==> src/design/hub_pkg.sv <==
//////////////////////////////////////////////////
// hub shared types: data byte, frame length and
// the state encodings of the port and scheduler FSMs
//////////////////////////////////////////////////

`default_nettype none

package hub_pkg;

  // one byte on a hub port
  typedef logic [7:0] byte_t;

  // frame length in bytes
  typedef logic [15:0] len_t;

  //////////////////////////////////////////////////
  // state machines
  //////////////////////////////////////////////////

  // receive port service side of the req/ack handshake
  typedef enum logic [1:0] {
    IDLE,
    SERVE,
    RELEASE
  } rx_state_e;

  // transmit scheduler
  typedef enum logic [1:0] {
    PICK,
    SEND,
    GAP
  } tx_state_e;

endpackage

`default_nettype wire

==> src/design/hub_frame_fifo.sv <==
//////////////////////////////////////////////////
// frame byte buffer, fall-through read, with a
// committed write pointer so a partial frame can be dropped
//////////////////////////////////////////////////

`timescale 1ns/1ps
`default_nettype none

module hub_frame_fifo #(
  parameter int BUF_DEPTH = 64
) (
  input  logic           clk,
  input  logic           rst,
  input  logic           wr,
  input  hub_pkg::byte_t wr_data,
  input  logic           commit,
  input  logic           abort,
  input  logic           rd,
  output hub_pkg::byte_t rd_data,
  output logic           full
);

  localparam int AW = $clog2(BUF_DEPTH);

  hub_pkg::byte_t mem [BUF_DEPTH];

  // extra msb tells full from empty
  logic [AW:0] wr_ptr;
  logic [AW:0] cmt_ptr;
  logic [AW:0] rd_ptr;
  logic        has_data;

  always_ff @(posedge clk) begin
    if (wr) begin
      mem[wr_ptr[AW-1:0]] <= wr_data;
    end
  end

  always_ff @(posedge clk) begin
    if (rst) begin
      wr_ptr  <= '0;
      cmt_ptr <= '0;
      rd_ptr  <= '0;
    end else begin
      // abort rolls back to the last whole frame
      if (abort) begin
        wr_ptr <= cmt_ptr;
      end else if (wr) begin
        wr_ptr <= wr_ptr + 1'b1;
      end
      if (commit) begin
        cmt_ptr <= wr_ptr;
      end
      if (rd) begin
        rd_ptr <= rd_ptr + 1'b1;
      end
    end
  end

  // uncommitted bytes still take up room
  assign full     = (wr_ptr[AW] != rd_ptr[AW]) && (wr_ptr[AW-1:0] == rd_ptr[AW-1:0]);
  assign has_data = cmt_ptr != rd_ptr;
  assign rd_data  = mem[rd_ptr[AW-1:0]];

  a_rd_committed: assert property (@(posedge clk) disable iff (rst) rd |-> has_data);
  a_wr_room:      assert property (@(posedge clk) disable iff (rst) wr |-> !full);

endmodule

`default_nettype wire

==> src/design/hub_rx_port.sv <==
//////////////////////////////////////////////////
// hub receive port: assembles frames into a buffer
// and hands one frame per req/ack cycle to the scheduler
//////////////////////////////////////////////////

`timescale 1ns/1ps
`default_nettype none

module hub_rx_port #(
  parameter int BUF_DEPTH = 64
) (
  input  logic           clk,
  input  logic           rst,
  input  hub_pkg::byte_t din,
  input  logic           vin,
  input  logic           ack,
  input  logic           pop,
  output logic           req,
  output hub_pkg::byte_t head,
  output logic           last
);

  // a quarter of the byte depth, frames are rarely tiny
  localparam int LQ_DEPTH = BUF_DEPTH / 4;
  localparam int LAW      = $clog2(LQ_DEPTH);

  logic              in_frame;
  logic              ovf;
  hub_pkg::len_t     frame_len;
  logic              frame_end;
  logic              frame_ok;
  logic              fifo_wr;
  logic              fifo_full;
  hub_pkg::len_t     lq_mem [LQ_DEPTH];
  logic [LAW:0]      lq_wr;
  logic [LAW:0]      lq_rd;
  logic              lq_full;
  logic              lq_empty;
  hub_pkg::rx_state_e state;
  hub_pkg::len_t     remain;

  //////////////////////////////////////////////////
  // receive side
  //////////////////////////////////////////////////

  assign frame_end = in_frame && !vin;
  // once a byte is lost the rest of the frame is not stored
  assign fifo_wr   = vin && !ovf && !fifo_full;
  assign frame_ok  = frame_end && !ovf && !lq_full;

  assign lq_full  = (lq_wr[LAW] != lq_rd[LAW]) && (lq_wr[LAW-1:0] == lq_rd[LAW-1:0]);
  assign lq_empty = lq_wr == lq_rd;

  always_ff @(posedge clk) begin
    if (rst) begin
      in_frame  <= 1'b0;
      ovf       <= 1'b0;
      frame_len <= '0;
      lq_wr     <= '0;
    end else begin
      if (vin) begin
        in_frame  <= 1'b1;
        frame_len <= in_frame ? frame_len + 1'b1 : hub_pkg::len_t'(1);
        if (fifo_full) begin
          ovf <= 1'b1;
        end
      end else if (in_frame) begin
        in_frame <= 1'b0;
        ovf      <= 1'b0;
      end
      if (frame_ok) begin
        lq_wr <= lq_wr + 1'b1;
      end
    end
  end

  // length becomes visible the cycle after vin falls
  always_ff @(posedge clk) begin
    if (frame_ok) begin
      lq_mem[lq_wr[LAW-1:0]] <= frame_len;
    end
  end

  hub_frame_fifo #(
    .BUF_DEPTH (BUF_DEPTH)
  ) u_fifo (
    .clk     (clk),
    .rst     (rst),
    .wr      (fifo_wr),
    .wr_data (din),
    .commit  (frame_ok),
    .abort   (frame_end && !frame_ok),
    .rd      (pop),
    .rd_data (head),
    .full    (fifo_full)
  );

  //////////////////////////////////////////////////
  // service side, four-phase handshake
  //////////////////////////////////////////////////

  always_ff @(posedge clk) begin
    if (rst) begin
      state  <= hub_pkg::IDLE;
      remain <= '0;
      lq_rd  <= '0;
    end else begin
      case (state)
        hub_pkg::IDLE: begin
          // previous ack must be seen low first
          if (!lq_empty && !ack) begin
            state  <= hub_pkg::SERVE;
            remain <= lq_mem[lq_rd[LAW-1:0]];
          end
        end
        hub_pkg::SERVE: begin
          if (pop) begin
            remain <= remain - 1'b1;
            if (last) begin
              lq_rd <= lq_rd + 1'b1;
              state <= hub_pkg::RELEASE;
            end
          end
        end
        hub_pkg::RELEASE: begin
          if (!ack) begin
            state <= hub_pkg::IDLE;
          end
        end
        default: state <= hub_pkg::IDLE;
      endcase
    end
  end

  assign req  = state == hub_pkg::SERVE;
  assign last = (state == hub_pkg::SERVE) && (remain == hub_pkg::len_t'(1));

  a_pop_acked: assert property (@(posedge clk) disable iff (rst) pop |-> ack);

endmodule

`default_nettype wire

==> src/design/hub_tx_sched.sv <==
//////////////////////////////////////////////////
// hub scheduler: round-robin frame grant, broadcast
// to every port but the source, inter-frame gap
//////////////////////////////////////////////////

`timescale 1ns/1ps
`default_nettype none

module hub_tx_sched #(
  parameter int N_PORTS = 3,
  parameter int IFG     = 10
) (
  input  logic                               clk,
  input  logic                               rst,
  input  logic           [N_PORTS-1:0]       req,
  input  hub_pkg::byte_t [N_PORTS-1:0]       head,
  input  logic           [N_PORTS-1:0]       last,
  output logic           [N_PORTS-1:0]       ack,
  output logic           [N_PORTS-1:0]       pop,
  output hub_pkg::byte_t [N_PORTS-1:0]       dout,
  output logic           [N_PORTS-1:0]       vout
);

  localparam int PW = (N_PORTS > 1) ? $clog2(N_PORTS) : 1;
  localparam int GW = $clog2(IFG + 1);
  // first gap cycle still carries the last byte out
  localparam logic [GW-1:0] GAP_LAST = GW'(IFG - 1);

  hub_pkg::tx_state_e state;
  logic [PW-1:0]      src;
  logic [GW-1:0]      gap_cnt;
  logic               pick_ok;
  logic [PW-1:0]      pick_idx;

  //////////////////////////////////////////////////
  // round-robin search
  //////////////////////////////////////////////////

  // nearest requester after src wins, so scan from far to near
  always_comb begin
    int idx;
    pick_ok  = 1'b0;
    pick_idx = src;
    for (int k = N_PORTS; k >= 1; k--) begin
      idx = (int'(src) + k) % N_PORTS;
      if (req[idx]) begin
        pick_ok  = 1'b1;
        pick_idx = PW'(idx);
      end
    end
  end

  // one byte per SEND cycle from the granted port
  always_comb begin
    pop = '0;
    if (state == hub_pkg::SEND) begin
      pop[src] = 1'b1;
    end
  end

  //////////////////////////////////////////////////
  // scheduler FSM
  //////////////////////////////////////////////////

  always_ff @(posedge clk) begin
    if (rst) begin
      state   <= hub_pkg::PICK;
      // port 0 goes first after reset
      src     <= PW'(N_PORTS - 1);
      ack     <= '0;
      gap_cnt <= '0;
      vout    <= '0;
    end else begin
      for (int i = 0; i < N_PORTS; i++) begin
        vout[i] <= (state == hub_pkg::SEND) && (i != int'(src));
      end
      case (state)
        hub_pkg::PICK: begin
          if (pick_ok) begin
            src           <= pick_idx;
            ack           <= '0;
            ack[pick_idx] <= 1'b1;
            state         <= hub_pkg::SEND;
          end
        end
        hub_pkg::SEND: begin
          if (last[src]) begin
            gap_cnt <= '0;
            state   <= hub_pkg::GAP;
          end
        end
        hub_pkg::GAP: begin
          // ack falls only once the port has dropped req
          if (!req[src]) begin
            ack <= '0;
          end
          if (gap_cnt != GAP_LAST) begin
            gap_cnt <= gap_cnt + 1'b1;
          end else if (ack == '0) begin
            state <= hub_pkg::PICK;
          end
        end
        default: state <= hub_pkg::PICK;
      endcase
    end
  end

  // output data, qualified by vout
  always_ff @(posedge clk) begin
    for (int i = 0; i < N_PORTS; i++) begin
      dout[i] <= head[src];
    end
  end

  a_one_ack: assert property (@(posedge clk) disable iff (rst) $onehot0(ack));
  a_no_echo: assert property (@(posedge clk) disable iff (rst) (vout & ack) == '0);

endmodule

`default_nettype wire

==> src/design/hub_top.sv <==
//////////////////////////////////////////////////
// passive byte-stream hub, one receive buffer per
// port feeding a shared broadcast scheduler
//////////////////////////////////////////////////

`timescale 1ns/1ps
`default_nettype none

module hub_top #(
  parameter int N_PORTS   = 3,
  parameter int IFG       = 10,
  parameter int BUF_DEPTH = 64
) (
  input  logic                         clk,
  input  logic                         rst,
  input  hub_pkg::byte_t [N_PORTS-1:0] din,
  input  logic           [N_PORTS-1:0] vin,
  output hub_pkg::byte_t [N_PORTS-1:0] dout,
  output logic           [N_PORTS-1:0] vout
);

  // req/ack handshake, one lane per port
  logic           [N_PORTS-1:0] req;
  logic           [N_PORTS-1:0] ack;
  logic           [N_PORTS-1:0] pop;
  logic           [N_PORTS-1:0] last;
  hub_pkg::byte_t [N_PORTS-1:0] head;

  generate
    for (genvar g = 0; g < N_PORTS; g++) begin : gen_port
      hub_rx_port #(
        .BUF_DEPTH (BUF_DEPTH)
      ) u_rx (
        .clk  (clk),
        .rst  (rst),
        .din  (din[g]),
        .vin  (vin[g]),
        .ack  (ack[g]),
        .pop  (pop[g]),
        .req  (req[g]),
        .head (head[g]),
        .last (last[g])
      );
    end
  endgenerate

  hub_tx_sched #(
    .N_PORTS (N_PORTS),
    .IFG     (IFG)
  ) u_sched (
    .clk  (clk),
    .rst  (rst),
    .req  (req),
    .head (head),
    .last (last),
    .ack  (ack),
    .pop  (pop),
    .dout (dout),
    .vout (vout)
  );

endmodule

`default_nettype wire

==> config.mk <==
export PLATFORM = sky130hd
export DESIGN_NAME = hub_top
export DESIGN_NICKNAME = d
export VERILOG_FILES = /design/src/design/hub_pkg.sv /design/src/design/hub_frame_fifo.sv /design/src/design/hub_rx_port.sv /design/src/design/hub_tx_sched.sv /design/src/design/hub_top.sv
export SDC_FILE = /design/constraint.sdc
export NUM_CORES = 2
export LEC_CHECK = 0
export BUFFER_PORTS_ARGS = -buffer_cell sky130_fd_sc_hd__buf_4
export CORE_ASPECT_RATIO = 1.75
export CORE_MARGIN = 5
export CORE_UTILIZATION = 56
export DETAILED_ROUTE_END_ITERATION = 10
export GPL_TIMING_DRIVEN = 1
export PLACE_DENSITY = 0.82
export SLEW_MARGIN = 20
export SYNTH_ARGS = -nofsm -noshare
export SYNTH_HDL_FRONTEND = slang
export SYNTH_SLANG_ARGS = --single-unit
==> constraint.sdc <==
create_clock -name clk -period 3.8 [get_ports clk]
set_clock_uncertainty 0.1 [all_clocks]
set_input_delay 0.76 -clock clk [delete_from_list [all_inputs] [get_ports clk]]
set_output_delay 0.76 -clock clk [all_outputs]
set_load 0.005 [all_outputs]
==> flow_summary.json <==
{
  "wire_per_inst_um": 29.0,
  "clkSlewWorstSetupHoldPaths_ns": 0.07,
  "gp_routability_congestion": 0.959,
  "area_growth_pct": 11.5,
  "clkLatencyLatePin_ns": 0.87,
  "grt_start_max_net_pins": 65,
  "ys_ff_latch": 2557,
  "path_max_fanout": 57,
  "cts-htree-levels": 4,
  "setup_violations": 0,
  "yosys_most_used_dff": "edfxtp_1",
  "layout.nets": 5710,
  "p_per_area_nw_per_um2": 508,
  "post-route-min-period_ns": 3.41,
  "fmax_ghz": 0.293,
  "cts-buffers-inserted": 209,
  "grt_pass1_vias": 54900,
  "p_int_mw": 44.0,
  "seqPwrFrac_pct": 54.7,
  "reg2reg_depth": 6,
  "drive_above_1_share_pct": 24.3,
  "crit_required_ns": 4.41,
  "yosys.area_share.xor_xnor_pct": 1.00,
  "worst-setup-path-type": "flip-flop to flip-flop",
  "die_w_um": 330,
  "drt_iter0_drc": 5619,
  "synthMuxAreaShare_pct": 14.6,
  "final_common_cell": "edfxtp_1",
  "power.switching_mw": 12.9,
  "ff2ff_setup_slack_ns": 0.39,
  "regToRegEndpoint": "u_sched.dout[15]",
  "synth_fp_nets": 5450,
  "clock_power_share_pct": 37.3,
  "synthCells": 5380,
  "grt_util_met2_pct": 44.9,
  "drt_wl_total_um": 238000,
  "period_share_pct": 89.7,
  "final_area_um2": 112000,
  "tns_ns": 0,
  "final_util_pct": 62.8,
  "cts_buffer_depth": 4,
  "track_usage_pct": 25.2,
  "cap_viol_max_count": 0,
  "num_rows": 205,
  "ys_seq_area_share_pct": 74.0,
  "ys_warn_count": 0,
  "dp_hpwl_um": 148000,
  "io_pins": 56,
  "io_buffers": 55,
  "post-cts-setup-buffer-count": 0,
  "fill_cells": 11300,
  "synthArstFlopShare_pct": 0,
  "clkSinkCount": 2557,
  "dp_cells": 7809,
  "num_vias": 53100,
  "total_power_mw": 56.9,
  "synth_top_family_by_area": "multiplexers",
  "postSynthAreaPerCell_um2": 18.7,
  "worst_pin_slew_ns": 1.14,
  "drc": 0,
  "synth_area_um2": 100000,
  "post_dp_cell_area_um2": 105000,
  "dr.pass1.iters": 6,
  "fin_cells": 8186,
  "netSwitchingFraction_pct": 22.7,
  "p_leak_nw": 33.5,
  "die_h_um": 570,
  "mostFrequentLayoutCells": "edfxtp_1, mux4_2, nor2_1, buf_4, dfxtp_1",
  "status": "complete, no violations",
  "grt_antenna_before_repair": 3,
  "grt.busiest_layer": "met2",
  "synthSimpleGateAreaFrac_pct": 4.81,
  "synth_edf_count": 2304,
  "end_kind": "flip-flop",
  "ant_nets": 0,
  "regArea_um2": 74300,
  "rsz0062_at_grt": "false",
  "synthAdderAreaFrac_pct": 0.521,
  "multi_input_area_um2": 24800,
  "synth.distinct_cells": 81,
  "die_area_um2": 188000,
  "met3_usage_pct": 3.72,
  "grt_overflow": 0,
  "cts-root-buf": "clkbuf_16",
  "avgViaCountPerCell": 6.49,
  "worstSetupStartpointType": "flip-flop",
  "critical_path_arrival_ns": 4.02,
  "combPwrFrac_pct": 8.0,
  "crit_path_end": "u_sched.dout[15]",
  "grt_pass1_wl_um": 353000,
  "grtUsageMet1_pct": 28.4,
  "peakVddDrop_uv": 502,
  "hold_viol_final": 0,
  "hp-class": "input port to flip-flop",
  "synth-compound-area-share_pct": 3.59,
  "relSlewSlack_pct": 24.2,
  "maxSlewViolCount": 0,
  "initial_core_util_pct": 56.3,
  "core_area_um2": 178000,
  "cts_tree": "yes"
}
## layer usage
layer | vias to the layer above | share of wire [%]
met3 | 840 | 7.2
met2 | 2930 | 53
met4 | 4 | 7.7
met1 | 27200 | 32
met5 | - | 0.011
li1 | 22100 | -
## registers in the layout (all words and copies together), names as in the netlist, 4 cells and up, named ones only
register                      flops
gen_port.u_rx.lq_wr              15
gen_port.u_rx.frame_len          48
gen_port.u_rx.state               6
gen_port.u_rx.u_fifo.rd_ptr      21
gen_port.u_rx.lq_mem            768
gen_port.u_rx.lq_rd              15
gen_port.u_rx.u_fifo.wr_ptr      21
gen_port.u_rx.u_fifo.cmt_ptr     21
gen_port.u_rx.remain             48
u_sched.gap_cnt                   4
u_sched.dout                      8
gen_port.u_rx.u_fifo.mem       1536
## cells by family (layout without fill, tap and decap cells)
group | Yosys count | in the layout
simple gates | 1033 | 1033
buf+inv | 359 | 784
mux | 718 | 718
compound gates | 556 | 556
other cells | 0 | 1
flops | 2557 | 2557
fa+ha+maj | 42 | 42
xor+xnor | 115 | 115
## layout make-up
| class | count | share of cell area (%) |
|---|---|---|
| timing repair buffer | 363 | 2.72 |
| antenna | 1 | 0.00224 |
| multi-input combinational | 2464 | 22.1 |
| clock buffer | 264 | 5.07 |
| sequential | 2557 | 66.4 |
| tap | 2380 | 2.66 |
| clock inverter | 112 | 0.891 |
| inverter | 45 | 0.151 |
## power groups by stage
stage | combinational, mW | clock, mW | sequential (mW)
floorplan | 2.83 | 0 | 31.5
global placement | 4.30 | 0 | 31.7
detailed placement | 4.41 | 0 | 31.7
CTS | 4.45 | 21.5 | 31.1
global route | 4.77 | 22.7 | 31.1
finish | 4.53 | 21.2 | 31.1
## Yosys cell counts, drive strengths merged, types with 40 or more instances
cell type / n / share of area, %
edfxtp: 2304 / 69
mux4: 589 / 13
nor2: 468 / 1.8
dfxtp: 253 / 5.0
nand2: 169 / 0.63
clkbuf: 168 / 0.63
a21oi: 167 / 0.83
buf: 146 / 0.75
a22oi: 92 / 0.69
mux2i: 89 / 0.89
xor2: 88 / 0.77
o21ai: 83 / 0.41
nand3: 75 / 0.39
nor3: 64 / 0.34
o22ai: 51 / 0.32
a211oi: 45 / 0.35
nand4: 42 / 0.26
ha: 41 / 0.51
inv: 41 / 0.15
mux2: 40 / 0.45
## worst min path at each step
stage	startpoint	endpoint	slack [ns]	depth (start not counted)
after CTS	vin[0]	gen_port[0].u_rx.in_frame	0.13	2
after floorplan	gen_port[2].u_rx.u_fifo.cmt_ptr[5]	gen_port[2].u_rx.u_fifo.wr_ptr[5]	0.33	2
after global placement	gen_port[2].u_rx.remain[3]	gen_port[2].u_rx.remain[3]	0.35	2
after global routing	vin[0]	gen_port[0].u_rx.in_frame	0.15	2
after detailed placement	gen_port[2].u_rx.remain[14]	gen_port[2].u_rx.remain[14]	0.36	2
final	vin[0]	gen_port[0].u_rx.in_frame	0.18	2
## through the flow
step | hold WS, ns | setup slack, ns
finish | 0.185 | 0.392
global route | 0.155 | 0.261
CTS | 0.133 | 0.246
detailed placement | 0.362 | 0.243
global placement | 0.355 | 0.299
floorplan | 0.331 | 0.183
## critical path: stages, from the launching register on
cell,delay (ns)
dfxtp_4,0.88
buf_12,0.31
mux4_2,0.36
a22oi_1,0.43
a21oi_1,0.18
nor4_1,0.84
o211ai_1,0.19
## what timing repair did
item	in CTS	in global routing
endpoints found under the hold margin	0	0
resized for setup	0	1
hold buffers	0	0
endpoints found under the setup margin	0	8
Note: power is estimated with default switching activity, not from simulation.
